[src/ctrlPkg.sv]
// decoded control fields for the decode stage
// select encodings, ALU operation codes and the control bundles

package ctrlPkg;

   typedef enum logic [1:0] {
      wbAlu   = 2'b00,
      wbMem   = 2'b01,
      wbRetPc = 2'b10,  // PC+2 for JAL
      wbImm   = 2'b11   // LBI result
   } wbSel_t;

   typedef enum logic [1:0] {
      bReg   = 2'b00,
      bImm5  = 2'b01,
      bImm11 = 2'b10,
      bZero  = 2'b11
   } bSrc_t;

   typedef enum logic [1:0] {
      destRs = 2'b00, // instruction[10:8]
      destRt = 2'b01, // instruction[7:5]
      destRd = 2'b10, // instruction[4:2]
      destR7 = 2'b11  // link register
   } destSel_t;

   typedef enum logic [2:0] {
      brNone = 3'b000,
      brEqz  = 3'b100,
      brNez  = 3'b101,
      brLtz  = 3'b110,
      brGez  = 3'b111
   } branchCond_t;

   // ALU operation codes
   localparam logic [3:0] AluAdd     = 4'h0;
   localparam logic [3:0] AluSub     = 4'h1;
   localparam logic [3:0] AluXor     = 4'h2;
   localparam logic [3:0] AluAndn    = 4'h3;
   localparam logic [3:0] AluPassB   = 4'h4;
   localparam logic [3:0] AluCmpZero = 4'h5; // branch test on rs

   typedef struct packed {
      logic [3:0] aluOp;
      logic regWrite;
      logic memWrite;
      logic memRead;
      wbSel_t wbSel;
      branchCond_t branchCond;
      logic jump;
      logic jumpLink;
      logic immPcRel;    // 1: imm11 added to PC, 0: imm8
      logic invA;
      logic invB;
      logic carryIn;
      logic storeUpper;  // STU
      logic shiftLoad;   // SLBI
      logic halt;
   } decodeCtrl_t;

   // control unit output, selects are used only inside decode
   typedef struct packed {
      decodeCtrl_t base;
      bSrc_t bSrc;
      destSel_t destSel;
      logic zeroExt;     // zero-extend imm5 and imm8
   } rawCtrl_t;

endpackage

[src/isaPkg.sv]
// ISA definitions for the 16-bit eight-register teaching processor
// word width, register count, opcode encodings and instruction formats

package isaPkg;

   localparam int DataWidth = 16; // data and instruction word width
   localparam int NumRegs = 8;

   typedef logic [2:0] regIdx_t; // register index

   typedef enum logic [4:0] {
      opHalt  = 5'b00000,
      opNop   = 5'b00001,
      opJ     = 5'b00100,
      opJal   = 5'b00110,
      opAddi  = 5'b01000,
      opSubi  = 5'b01001,
      opXori  = 5'b01010,
      opAndni = 5'b01011,
      opBeqz  = 5'b01100,
      opBnez  = 5'b01101,
      opBltz  = 5'b01110,
      opBgez  = 5'b01111,
      opSt    = 5'b10000,
      opLd    = 5'b10001,
      opSlbi  = 5'b10010,
      opStu   = 5'b10011,
      opLbi   = 5'b11000,
      opRalu  = 5'b11011   // register ALU group, func picks the op
   } opcode_t;

   // one instruction word, seen through each encoding format
   typedef union packed {
      struct packed {
         opcode_t opcode;
         regIdx_t rs;       // [10:8]
         regIdx_t rt;       // [7:5]
         regIdx_t rd;       // [4:2]
         logic [1:0] func;  // add, sub, xor, andn
      } rFmt;
      struct packed {
         opcode_t opcode;
         regIdx_t rs;
         regIdx_t rd;       // [7:5]
         logic [4:0] imm5;
      } i1Fmt;
      struct packed {
         opcode_t opcode;
         regIdx_t rs;
         logic [7:0] imm8;
      } i2Fmt;
      struct packed {
         opcode_t opcode;
         logic [10:0] disp11; // jump displacement
      } jFmt;
   } instrWord_t;

   localparam instrWord_t NopWord = {opNop, 11'b0}; // fed to decode when slot is empty

endpackage

[src/aluOpDecode.sv]
// ALU operation decoder
// picks the ALU code from the opcode, and from func for register ALU ops
`timescale 1ns/1ps

module aluOpDecode import isaPkg::*, ctrlPkg::*; (
   input  instrWord_t  instruction,
   output logic [3:0]  aluOp
);

   always_comb begin
      case (instruction.rFmt.opcode)
         opAddi: aluOp = AluAdd;
         opSubi: aluOp = AluSub;
         opXori: aluOp = AluXor;
         opAndni: aluOp = AluAndn;
         opRalu: begin
            case (instruction.rFmt.func)
               2'b00: aluOp = AluAdd;
               2'b01: aluOp = AluSub;
               2'b10: aluOp = AluXor;
               default: aluOp = AluAndn;
            endcase
         end
         // branches test rs against zero
         opBeqz, opBnez, opBltz, opBgez: aluOp = AluCmpZero;
         opSt, opLd, opStu: aluOp = AluAdd;   // address = base + offset
         opJ, opJal: aluOp = AluPassB;        // imm11 through to the adder
         opLbi, opSlbi: aluOp = AluPassB;
         default: aluOp = AluAdd;             // HALT, NOP and undefined
      endcase
   end

endmodule

[src/controlUnit.sv]
// instruction control unit
// turns the opcode into control strobes, operand selects and an error flag
`timescale 1ns/1ps

module controlUnit import isaPkg::*, ctrlPkg::*; (
   input  instrWord_t instruction,
   output rawCtrl_t   rawCtrl,
   output logic       err
);

   always_comb begin
      // defaults give NOP behaviour
      rawCtrl = '0;
      rawCtrl.base.wbSel = wbAlu;
      rawCtrl.base.branchCond = brNone;
      rawCtrl.bSrc = bZero;
      rawCtrl.destSel = destRs;
      err = 1'b0;

      case (instruction.rFmt.opcode)
         opHalt: rawCtrl.base.halt = 1'b1;
         opNop: ; // nothing to do
         opJ: begin
            rawCtrl.base.jump = 1'b1;
            rawCtrl.base.immPcRel = 1'b1;
            rawCtrl.bSrc = bImm11;
         end
         opJal: begin
            rawCtrl.base.jump = 1'b1;
            rawCtrl.base.jumpLink = 1'b1;
            rawCtrl.base.immPcRel = 1'b1;
            rawCtrl.base.regWrite = 1'b1;
            rawCtrl.base.wbSel = wbRetPc; // return address into r7
            rawCtrl.destSel = destR7;
            rawCtrl.bSrc = bImm11;
         end
         opAddi, opSubi, opXori, opAndni: begin
            rawCtrl.base.regWrite = 1'b1;
            rawCtrl.bSrc = bImm5;
            rawCtrl.destSel = destRt;
            // SUBI computes imm - rs
            rawCtrl.base.invA = (instruction.rFmt.opcode == opSubi);
            rawCtrl.base.carryIn = (instruction.rFmt.opcode == opSubi);
            rawCtrl.base.invB = (instruction.rFmt.opcode == opAndni);
            rawCtrl.zeroExt = (instruction.rFmt.opcode == opXori) ||
                              (instruction.rFmt.opcode == opAndni);
         end
         opBeqz: begin
            rawCtrl.base.branchCond = brEqz;
            rawCtrl.bSrc = bReg;
         end
         opBnez: begin
            rawCtrl.base.branchCond = brNez;
            rawCtrl.bSrc = bReg;
         end
         opBltz: begin
            rawCtrl.base.branchCond = brLtz;
            rawCtrl.bSrc = bReg;
         end
         opBgez: begin
            rawCtrl.base.branchCond = brGez;
            rawCtrl.bSrc = bReg;
         end
         opSt: begin
            rawCtrl.base.memWrite = 1'b1;
            rawCtrl.bSrc = bImm5; // address offset
         end
         opLd: begin
            rawCtrl.base.regWrite = 1'b1;
            rawCtrl.base.wbSel = wbMem;
            rawCtrl.bSrc = bImm5;
            rawCtrl.destSel = destRt;
         end
         opStu: begin
            rawCtrl.base.memWrite = 1'b1;
            rawCtrl.base.regWrite = 1'b1; // updated base back into rs
            rawCtrl.base.storeUpper = 1'b1;
            rawCtrl.bSrc = bReg;
            rawCtrl.destSel = destRs;
         end
         opSlbi: begin
            rawCtrl.base.regWrite = 1'b1;
            rawCtrl.base.shiftLoad = 1'b1;
            rawCtrl.zeroExt = 1'b1;   // imm8 is unsigned here
            rawCtrl.destSel = destRs;
         end
         opLbi: begin
            rawCtrl.base.regWrite = 1'b1;
            rawCtrl.base.wbSel = wbImm;
            rawCtrl.destSel = destRs;
         end
         opRalu: begin
            rawCtrl.base.regWrite = 1'b1;
            rawCtrl.bSrc = bReg;
            rawCtrl.destSel = destRd;
            rawCtrl.base.invA = (instruction.rFmt.func == 2'b01);    // SUB
            rawCtrl.base.carryIn = (instruction.rFmt.func == 2'b01);
            rawCtrl.base.invB = (instruction.rFmt.func == 2'b11);    // ANDN
         end
         default: err = 1'b1; // undefined opcode, NOP settings stay
      endcase

      rawCtrl.base.memRead = (rawCtrl.base.wbSel == wbMem);
   end

endmodule

[src/decodeStage.sv]
// decode stage top level
// NOP substitution, immediate generation, operand and destination muxing,
// control unit, ALU op decoder and register file
`timescale 1ns/1ps

module decodeStage import isaPkg::*, ctrlPkg::*; (
   input  logic                 clk,
   input  logic                 rst,
   input  instrWord_t           instruction,
   input  logic                 instrValid,
   input  logic [DataWidth-1:0] wbData,
   input  logic                 wbWrite,
   input  regIdx_t              wbReg,
   output decodeCtrl_t          ctrl,
   output regIdx_t              destReg,
   output logic [DataWidth-1:0] imm8,
   output logic [DataWidth-1:0] imm11,
   output logic [DataWidth-1:0] inA,
   output logic [DataWidth-1:0] inB,
   output logic [DataWidth-1:0] storeData,
   output logic                 branchInst,
   output logic                 err
);

   instrWord_t decInstr;            // word seen by the decoders
   rawCtrl_t rawCtrl;
   logic [3:0] aluOp;
   logic [DataWidth-1:0] imm5;
   logic [DataWidth-1:0] regB;      // rt read port

   assign decInstr = instrValid ? instruction : NopWord;

   controlUnit i_controlUnit (
      .instruction(decInstr),
      .rawCtrl(rawCtrl),
      .err(err)
   );

   aluOpDecode i_aluOpDecode (
      .instruction(decInstr),
      .aluOp(aluOp)
   );

   regFile i_regFile (
      .clk(clk),
      .rst(rst),
      .readSel1(instruction.rFmt.rs),
      .readSel2(instruction.rFmt.rt),
      .writeSel(wbReg),
      .writeData(wbData),
      .writeEn(wbWrite),
      .readData1(inA),
      .readData2(regB)
   );

   // immediates, imm11 always signed
   assign imm5 = rawCtrl.zeroExt ? {11'b0, instruction.i1Fmt.imm5}
                                 : {{11{instruction.i1Fmt.imm5[4]}}, instruction.i1Fmt.imm5};
   assign imm8 = rawCtrl.zeroExt ? {8'b0, instruction.i2Fmt.imm8}
                                 : {{8{instruction.i2Fmt.imm8[7]}}, instruction.i2Fmt.imm8};
   assign imm11 = {{5{instruction.jFmt.disp11[10]}}, instruction.jFmt.disp11};

   always_comb begin
      case (rawCtrl.bSrc)
         bReg: inB = regB;
         bImm5: inB = imm5;
         bImm11: inB = imm11;
         default: inB = '0;
      endcase
   end

   assign storeData = rawCtrl.base.storeUpper ? regB : inB; // STU stores rt

   always_comb begin
      case (rawCtrl.destSel)
         destRs: destReg = instruction.rFmt.rs;
         destRt: destReg = instruction.rFmt.rt;
         destRd: destReg = instruction.rFmt.rd;
         default: destReg = 3'd7;   // JAL link
      endcase
   end

   always_comb begin
      ctrl = rawCtrl.base;
      ctrl.aluOp = aluOp;            // fill in from the op decoder
   end

   // opcodes 011xx and 001xx redirect the PC
   assign branchInst = (decInstr.rFmt.opcode[4:2] == 3'b011) ||
                       (decInstr.rFmt.opcode[4:2] == 3'b001);

endmodule

[src/regFile.sv]
// register file, eight 16-bit registers
// two combinational read ports, one write port at the clock edge
`timescale 1ns/1ps

module regFile import isaPkg::*; (
   input  logic                 clk,
   input  logic                 rst,
   input  regIdx_t              readSel1,
   input  regIdx_t              readSel2,
   input  regIdx_t              writeSel,
   input  logic [DataWidth-1:0] writeData,
   input  logic                 writeEn,
   output logic [DataWidth-1:0] readData1,
   output logic [DataWidth-1:0] readData2
);

   logic [DataWidth-1:0] regs [NumRegs];

   always_ff @(posedge clk) begin
      if (rst) begin
         for (int i = 0; i < NumRegs; i++) begin
            regs[i] <= '0; // all registers read zero after reset
         end
      end else if (writeEn) begin
         regs[writeSel] <= writeData;
      end
   end

   // reads see the old value during a write cycle
   assign readData1 = regs[readSel1];
   assign readData2 = regs[readSel2];

endmodule

[config.mk]
export PLATFORM = sky130hd
export DESIGN_NAME = decodeStage
export DESIGN_NICKNAME = d
export VERILOG_FILES = /design/src/ctrlPkg.sv /design/src/isaPkg.sv /design/src/aluOpDecode.sv /design/src/controlUnit.sv /design/src/decodeStage.sv /design/src/regFile.sv
export SDC_FILE = /design/constraint.sdc
export NUM_CORES = 1
export LEC_CHECK = 0
export ABC_CLOCK_PERIOD_IN_PS = 3600
export BUFFER_PORTS_ARGS = -buffer_cell sky130_fd_sc_hd__buf_2
export CAP_MARGIN = 30
export CORE_ASPECT_RATIO = 0.6
export CORE_MARGIN = 10
export CORE_UTILIZATION = 50
export CTS_BUF_LIST = sky130_fd_sc_hd__clkbuf_4 sky130_fd_sc_hd__clkbuf_8 sky130_fd_sc_hd__clkbuf_16
export DETAILED_ROUTE_END_ITERATION = 7
export PLACE_DENSITY = 0.79
export SLEW_MARGIN = 20
export SYNTH_ARGS = -nofsm -noshare
export SYNTH_HDL_FRONTEND = slang
export SYNTH_SLANG_ARGS = --single-unit
[constraint.sdc]
create_clock -name clk -period 3.6 [get_ports clk]
set_clock_uncertainty 0.1 [all_clocks]
set_input_delay 0.36 -clock clk [delete_from_list [all_inputs] [get_ports clk]]
set_output_delay 0.36 -clock clk [all_outputs]
set_load 0.02 [all_outputs]
# Word level (Yosys, flattened, before mapping)
# Memory sizes are Yosys's and may differ from the RTL's.
# Cells that the tools add are included.
word_totals:
  reg_bits: 0
  mem_bits_rw: 128
  mem_count: 1
classes:
  eq_ne: 27
  mux: 30
  reduce_logical: 17
mem_list:
  columns: ["memory", "words", "width", "rd", "rd_clocked_by_memory_dff", "wr", "line_no", "text"]
  rows:
  - ["i_regFile.regs", 8, 16, 2, 0, 8, "regFile.sv:17", "logic [DataWidth-1:0] regs [NumRegs];"]
op_table:
  columns: ["cell", "n"]
  rows:
  - ["$mux 16", 5]
  - ["$pmux 16 s3", 1]
  - ["$eq 5x4->1 const B", 8]
  - ["$eq 5x5->1 const B", 6]
  - ["$pmux 2 s3", 4]
  - ["$pmux 4 s6", 1]
  - ["$reduce_or 18->1", 1]
  - ["$reduce_or 16->1", 1]
  - ["$mux 1", 14]
  - ["$pmux 3 s4", 1]
  - ["$reduce_or 4->1", 3]
  - ["$reduce_or 6->1", 2]
  - ["$eq 5x3->1 const B", 2]
  - ["$reduce_or 10->1", 1]
  - ["$pmux 3 s3", 1]
  - ["$eq 2x1->1 const B", 4]
  - ["$eq 2x2->1 const B", 4]
  - ["$logic_not 2->1", 3]
  - ["$pmux 3 s2", 1]
  - ["$eq 5x1->1 const B", 1]
  - ["$logic_not 5->1", 1]
  - ["$reduce_or 5->1", 1]
  - ["$reduce_or 2->1", 2]
  - ["$eq 3x1->1 const B", 1]
  - ["4 further kinds", 5]

# Depth between registers and ports, before layout
logic_depth:
  depth_word: 7
  depth_mapped: 6
  depth_no_buf: 4

# Cells and area by module
# A second synthesis with hierarchy kept.
hier_totals:
  hier_cells: 642
  area_unflattened_um2: 8514.4
modules_own_cells:
  columns: ["mod", "n_inst", "cells_each", "area_per_inst_um2", "seq_area_each_um2"]
  rows:
  - ["regFile", 1, 430, 6975.4, 3843.7]
  - ["decodeStage", 1, 134, 999.7, 0.0]
  - ["controlUnit", 1, 64, 460.4, 0.0]
  - ["aluOpDecode", 1, 14, 78.8, 0.0]

# Least setup slack after synthesis
# OpenSTA, ideal clock, no wires.
synth_path:
  kind: "input to output"
  startpoint: "input port instruction[7] (netlist name)"
  endpoint: "output port imm8[10]"
  arrival_time_ns: 1.815
  required_time_ns: 3.140
  setup_slack_ns: 1.325
  stages: 5
  path_buffers: 3
  path_cell_list: "clkbuf_1 -> inv_2 -> buf_2 -> a31oi_1 -> buf_4"
synth_via:
  elab_chain_cells: 1
synth_lines:
  columns: ["item", "line_no", "text"]
  rows:
  - ["start, declared", "decodeStage.sv:9", "input instrWord_t instruction,"]
  - ["$mux 16", "decodeStage.sv:59", "assign imm8 = rawCtrl.zeroExt ? {8'b0, instruction.i2Fmt.imm8}"]
  - ["end, declared", "decodeStage.sv:16", "output logic [DataWidth-1:0] imm8,"]
# No other way between the ends.

# Final worst setup path
layout_path:
  startpoint: "input port instruction[5] (netlist name)"
  endpoint: "output port inB[12]"
layout_via:
  elab_chain_cells: 2
layout_lines:
  columns: ["item", "line_no", "text"]
  rows:
  - ["$mem_v2 8x16", null, null]
  - ["$pmux 16 s3", "decodeStage.sv:64", "case (rawCtrl.bSrc)"]
  - ["end, declared", "decodeStage.sv:19", "output logic [DataWidth-1:0] inB,"]
# No other way between the ends.

==> impl_results.html <==
<table>
<tr><th>Metric</th><th>Value</th></tr>
<tr><th colspan="2">Status</th></tr>
<tr><td>Result of the run</td><td>finished clean</td></tr>
<tr><th colspan="2">Critical path</th></tr>
<tr><td>Crit path required time</td><td>about 3.1 ns</td></tr>
<tr><td>Start-to-end type of the worst setup path</td><td>input pin to primary output</td></tr>
<tr><td>Launching element type of the critical path</td><td>input pin</td></tr>
<tr><td>Signal arrival time at the worst endpoint</td><td>2.34 ns</td></tr>
<tr><td>CP Capture Type</td><td>primary output</td></tr>
<tr><td>Endpoint of the worst setup timing path</td><td>inB[12]</td></tr>
<tr><td>Start point of the critical path</td><td>instruction[5]</td></tr>
<tr><td>Worst-path fanout max</td><td>20</td></tr>
<tr><th colspan="2">Power and ir drop</th></tr>
<tr><td>P per Cell Area</td><td>456 nW/um2</td></tr>
<tr><td>IR drop worst, VDD</td><td>0.000362 V</td></tr>
<tr><td>Leak Pwr</td><td>3.55 nW</td></tr>
<tr><th colspan="2">Global route</th></tr>
<tr><td>Met3 track demand over resource</td><td>6.48%</td></tr>
<tr><td>Antenna violations before repair</td><td>1</td></tr>
<tr><td>GR met2 Demand/Resource</td><td>32.4%</td></tr>
<tr><td>Pin count of the biggest net entering global routing</td><td>36</td></tr>
<tr><td>First-pass GRT wire length</td><td>34.6 mm</td></tr>
<tr><td>Remaining global-route overflow</td><td>0</td></tr>
<tr><td>Top Usage Layer GRT</td><td>met2</td></tr>
<tr><td>Met1 layer usage reported by global route</td><td>27.6%</td></tr>
<tr><td>Vias in the first global route</td><td>5777</td></tr>
<tr><td>Aggregate global-route resource usage</td><td>20.9%</td></tr>
<tr><th colspan="2">Logic synthesis</th></tr>
<tr><td>Share of Yosys cell area claimed by the top area cell type</td><td>48.7%</td></tr>
<tr><td>Synth cell types</td><td>57</td></tr>
<tr><td>Post-synthesis register bit count</td><td>around 130</td></tr>
<tr><td>Cell types with the largest area share after synthesis</td><td>edfxtp_1 49%, mux4_2 18%, and2_1 10%, buf_4 3.6%, mux2_2 2.3%</td></tr>
<tr><td>Synth Cell Area</td><td>7900 um2</td></tr>
<tr><td>Post-Syn Nets</td><td>623</td></tr>
<tr><td>Instance count of the mapped netlist</td><td>584</td></tr>
<tr><td>Avg Synthesized Cell Area</td><td>13.5 um2</td></tr>
<tr><td>Cell taking the most area after synthesis</td><td>edfxtp_1</td></tr>
<tr><td>Seq/Total Area, Yosys</td><td>48.7%</td></tr>
<tr><td>Warnings from Yosys</td><td>0</td></tr>
<tr><th colspan="2">Clocking</th></tr>
<tr><td>Number of buffers inserted by hold repair at cts</td><td>0</td></tr>
<tr><td>Clock tree from TritonCTS</td><td>done</td></tr>
<tr><td>Cell at the root of the clock tree</td><td>clkbuf_16</td></tr>
<tr><td>CTS buffer count</td><td>17</td></tr>
<tr><td>Total setup buffers inserted after CTS</td><td>0</td></tr>
<tr><td>Number of levels the H-tree was split into</td><td>4</td></tr>
<tr><td>Gates resized, CTS repair</td><td>0</td></tr>
<tr><td>Clock-pin slew reported for the worst setup and hold paths after clock tree synthesis</td><td>0.05 ns</td></tr>
<tr><td>Buffer levels on the longest clock path</td><td>2</td></tr>
<tr><td>Clock net sink count</td><td>128</td></tr>
<tr><th colspan="2">Flow run</th></tr>
<tr><td>Max capacitance violation total</td><td>0</td></tr>
<tr><th colspan="2">Route</th></tr>
<tr><td>Iteration count of the initial detailed-routing pass</td><td>7</td></tr>
<tr><td>Via-to-Cell Ratio</td><td>6.10</td></tr>
<tr><td>Total number of vias</td><td>5486</td></tr>
<tr><td>DR DRC count</td><td>0</td></tr>
<tr><td>Mean routed wirelength per cell</td><td>25.3 um</td></tr>
<tr><td>Total Wirelength</td><td>about 23 mm</td></tr>
<tr><td>Detail Route Antenna Nets</td><td>0</td></tr>
<tr><td>First-iteration detailed-routing DRC count</td><td>~570</td></tr>
<tr><th colspan="2">Timing</th></tr>
<tr><td>Final setup vio count</td><td>0</td></tr>
<tr><td>Headroom to the max-slew limit</td><td>34.4%</td></tr>
<tr><td>Final hold viol count</td><td>0</td></tr>
<tr><td>Setup_tns</td><td>0 ns</td></tr>
<tr><td>Crit share post-route</td><td>77.9%</td></tr>
<tr><td>Maximum achievable frequency</td><td>0.357 GHz</td></tr>
<tr><td>Post-layout min period</td><td>roughly 2.8 ns</td></tr>
<tr><td>Unrepaired setup endpoints after global routing</td><td>false</td></tr>
<tr><td>Final-report max-slew violation count</td><td>0</td></tr>
<tr><td>Pin slew with the least headroom to its limit</td><td>0.984 ns</td></tr>
<tr><th colspan="2">Die</th></tr>
<tr><td>Die boundary height</td><td>117 um</td></tr>
<tr><td>I/O pin total</td><td>145</td></tr>
<tr><td>Die area</td><td>approximately 21000 um2</td></tr>
<tr><td>Site Rows</td><td>35</td></tr>
<tr><td>Width of the die</td><td>182 um</td></tr>
<tr><td>Standard cell core area</td><td>15400 um2</td></tr>
<tr><td>Initial core utilization</td><td>51.2%</td></tr>
<tr><th colspan="2">Finish</th></tr>
<tr><td>Max reg flops</td><td>128</td></tr>
<tr><td>Layout Area Growth over Synthesis</td><td>14.8%</td></tr>
<tr><td>Regs by FF count</td><td>i_regFile.regs (128)</td></tr>
<tr><td>Layout cell share with drive strength beyond 1</td><td>41.5%</td></tr>
<tr><td>Final Non-Filler Cells</td><td>900</td></tr>
<tr><td>FILL cells</td><td>1226</td></tr>
<tr><td>Number of nets at the end of the flow</td><td>slightly above 700</td></tr>
<tr><td>Register containing the most flip-flops in the final layout</td><td>i_regFile.regs</td></tr>
<tr><td>Final Core Density</td><td>58.8%</td></tr>
<tr><th colspan="2">Placement</th></tr>
<tr><td>Placed cells</td><td>868</td></tr>
<tr><td>Routability cong.</td><td>0.900</td></tr>
<tr><td>PortBufs</td><td>143</td></tr>
<tr><td>Half-perimeter wire length after placement</td><td>14.8 mm</td></tr>
<tr><th colspan="2">Min path</th></tr>
<tr><td>Tightest Hold Check Type</td><td>input pin to flip-flop</td></tr>
<tr><td>Count of cells along the worst hold path</td><td>2</td></tr>
</table>
-- cells in the mapped netlist (all sizes together) --
| library cell | count |
|---|---|
| nor3 | 7 |
| o311ai | 8 |
| nor4b | 1 |
| nand2b | 6 |
| o211ai | 2 |
| a21oi | 4 |
| nand4 | 1 |
| o21a | 1 |
| conb | 1 |
| a31oi | 4 |
| mux2 | 16 |
| a211oi | 1 |
| o211a | 1 |
| mux2i | 13 |
| nand2 | 18 |
| and3b | 2 |
| nor2 | 25 |
| o22ai | 1 |
| nor3b | 1 |
| a21o | 1 |
| a2111oi | 1 |
| a32o | 1 |
| edfxtp | 128 |
| xnor2 | 1 |
| o2bb2ai | 10 |
| clkbuf | 17 |
| inv | 5 |
| nor2b | 5 |
| or2 | 8 |
| xor2 | 2 |
| or3 | 1 |
| maj3 | 1 |
| o32ai | 1 |
| a22oi | 2 |
| nand3 | 6 |
| and2 | 130 |
| and3 | 1 |
| nand3b | 2 |
| and4b | 1 |
| o21ai | 20 |
| mux4 | 64 |
| buf | 60 |
| nor4bb | 1 |
| or3b | 2 |
-- cell type report --
class	count	area [um2]	share of cell area, %
clock inverter	13	146	1.61
tap	203	254	2.80
timing repair buffer	158	841	9.27
clock buffer	18	433	4.77
multi-input combinational	374	3530	38.9
inverter	5	18.8	0.207
sequential	128	3840	42.4
antenna	1	2.50	0.0276
-- metal layers --
metal | wire length (um) | up-vias
li1 | - | 2385
met1 | 9290 | 2736
met2 | 10500 | 339
met3 | 2640 | 26
met4 | 338 | 0
met5 | 0 | -
-- cells by family after synthesis --
group | share of synthesized area [%]
adders and majority gates | 0.127
and+or+nand+nor | 16.8
other | 0.0475
DFF | 48.7
muxes | 22.2
AOI/OAI and AO/OA | 5.20
buffers and inverters | 6.67
xor gates and xnor gates | 0.333
-- worst max-delay path, stage by stage --
cell	delay, ns
buf_2	0.55
buf_4	0.31
mux4_2	0.52
mux2i_1	0.26
o21ai_0	0.12
buf_2	0.20
-- power breakdown --
group          switching [mW]  internal (mW)  total (mW)  leakage, nW
sequential             0.0486           1.74        1.79         1.23
combinational           0.388          0.267       0.655         2.05
clock                   0.620           1.08        1.70        0.274
-- how the worst min path moves through the flow --
stage	startpoint	end
2_1_floorplan	wbData[0]	i_regFile.regs[0][0]$_SDFFCE_PN0P_
3_3_place_gp	wbData[1]	i_regFile.regs[2][1]$_SDFFCE_PN0P_
3_5_place_dp	wbData[1]	i_regFile.regs[5][1]$_SDFFCE_PN0P_
4_1_cts	wbData[14]	i_regFile.regs[2][14]$_SDFFCE_PN0P_
5_1_grt	wbData[14]	i_regFile.regs[2][14]$_SDFFCE_PN0P_
6_report	wbData[15]	i_regFile.regs[6][15]$_SDFFCE_PN0P_
-- per-stage QoR --
step / hold WS [ns] / total power, mW / setup slack (ns) / area, um2
global placement: 0.615 / 2.45 / 0.849 / 8490
finish: 0.202 / 4.14 / 0.797 / 9070
CTS: 0.196 / 4.14 / 0.779 / 9070
global route: 0.214 / 4.26 / 0.619 / 9070
floorplan: 0.458 / 2.26 / 1.33 / 7900
detailed placement: 0.625 / 2.47 / 0.802 / 8490
-- cell usage in the layout (no fill, tap or decap), drive strengths merged, types with 4 or more instances in the layout --
master and count:
a21oi 4, a31oi 4, and2 130, buf 158, clkbuf 18, clkinv 6
clkinvlp 4, edfxtp 128, inv 5, mux2 16, mux2i 13, mux4 64
nand2 18, nand2b 6, nand3 6, nor2 25, nor2b 5, nor3 7
o21ai 20, o2bb2ai 10, o311ai 8, or2 8
No activity file was read; power rests on OpenSTA's default activity.
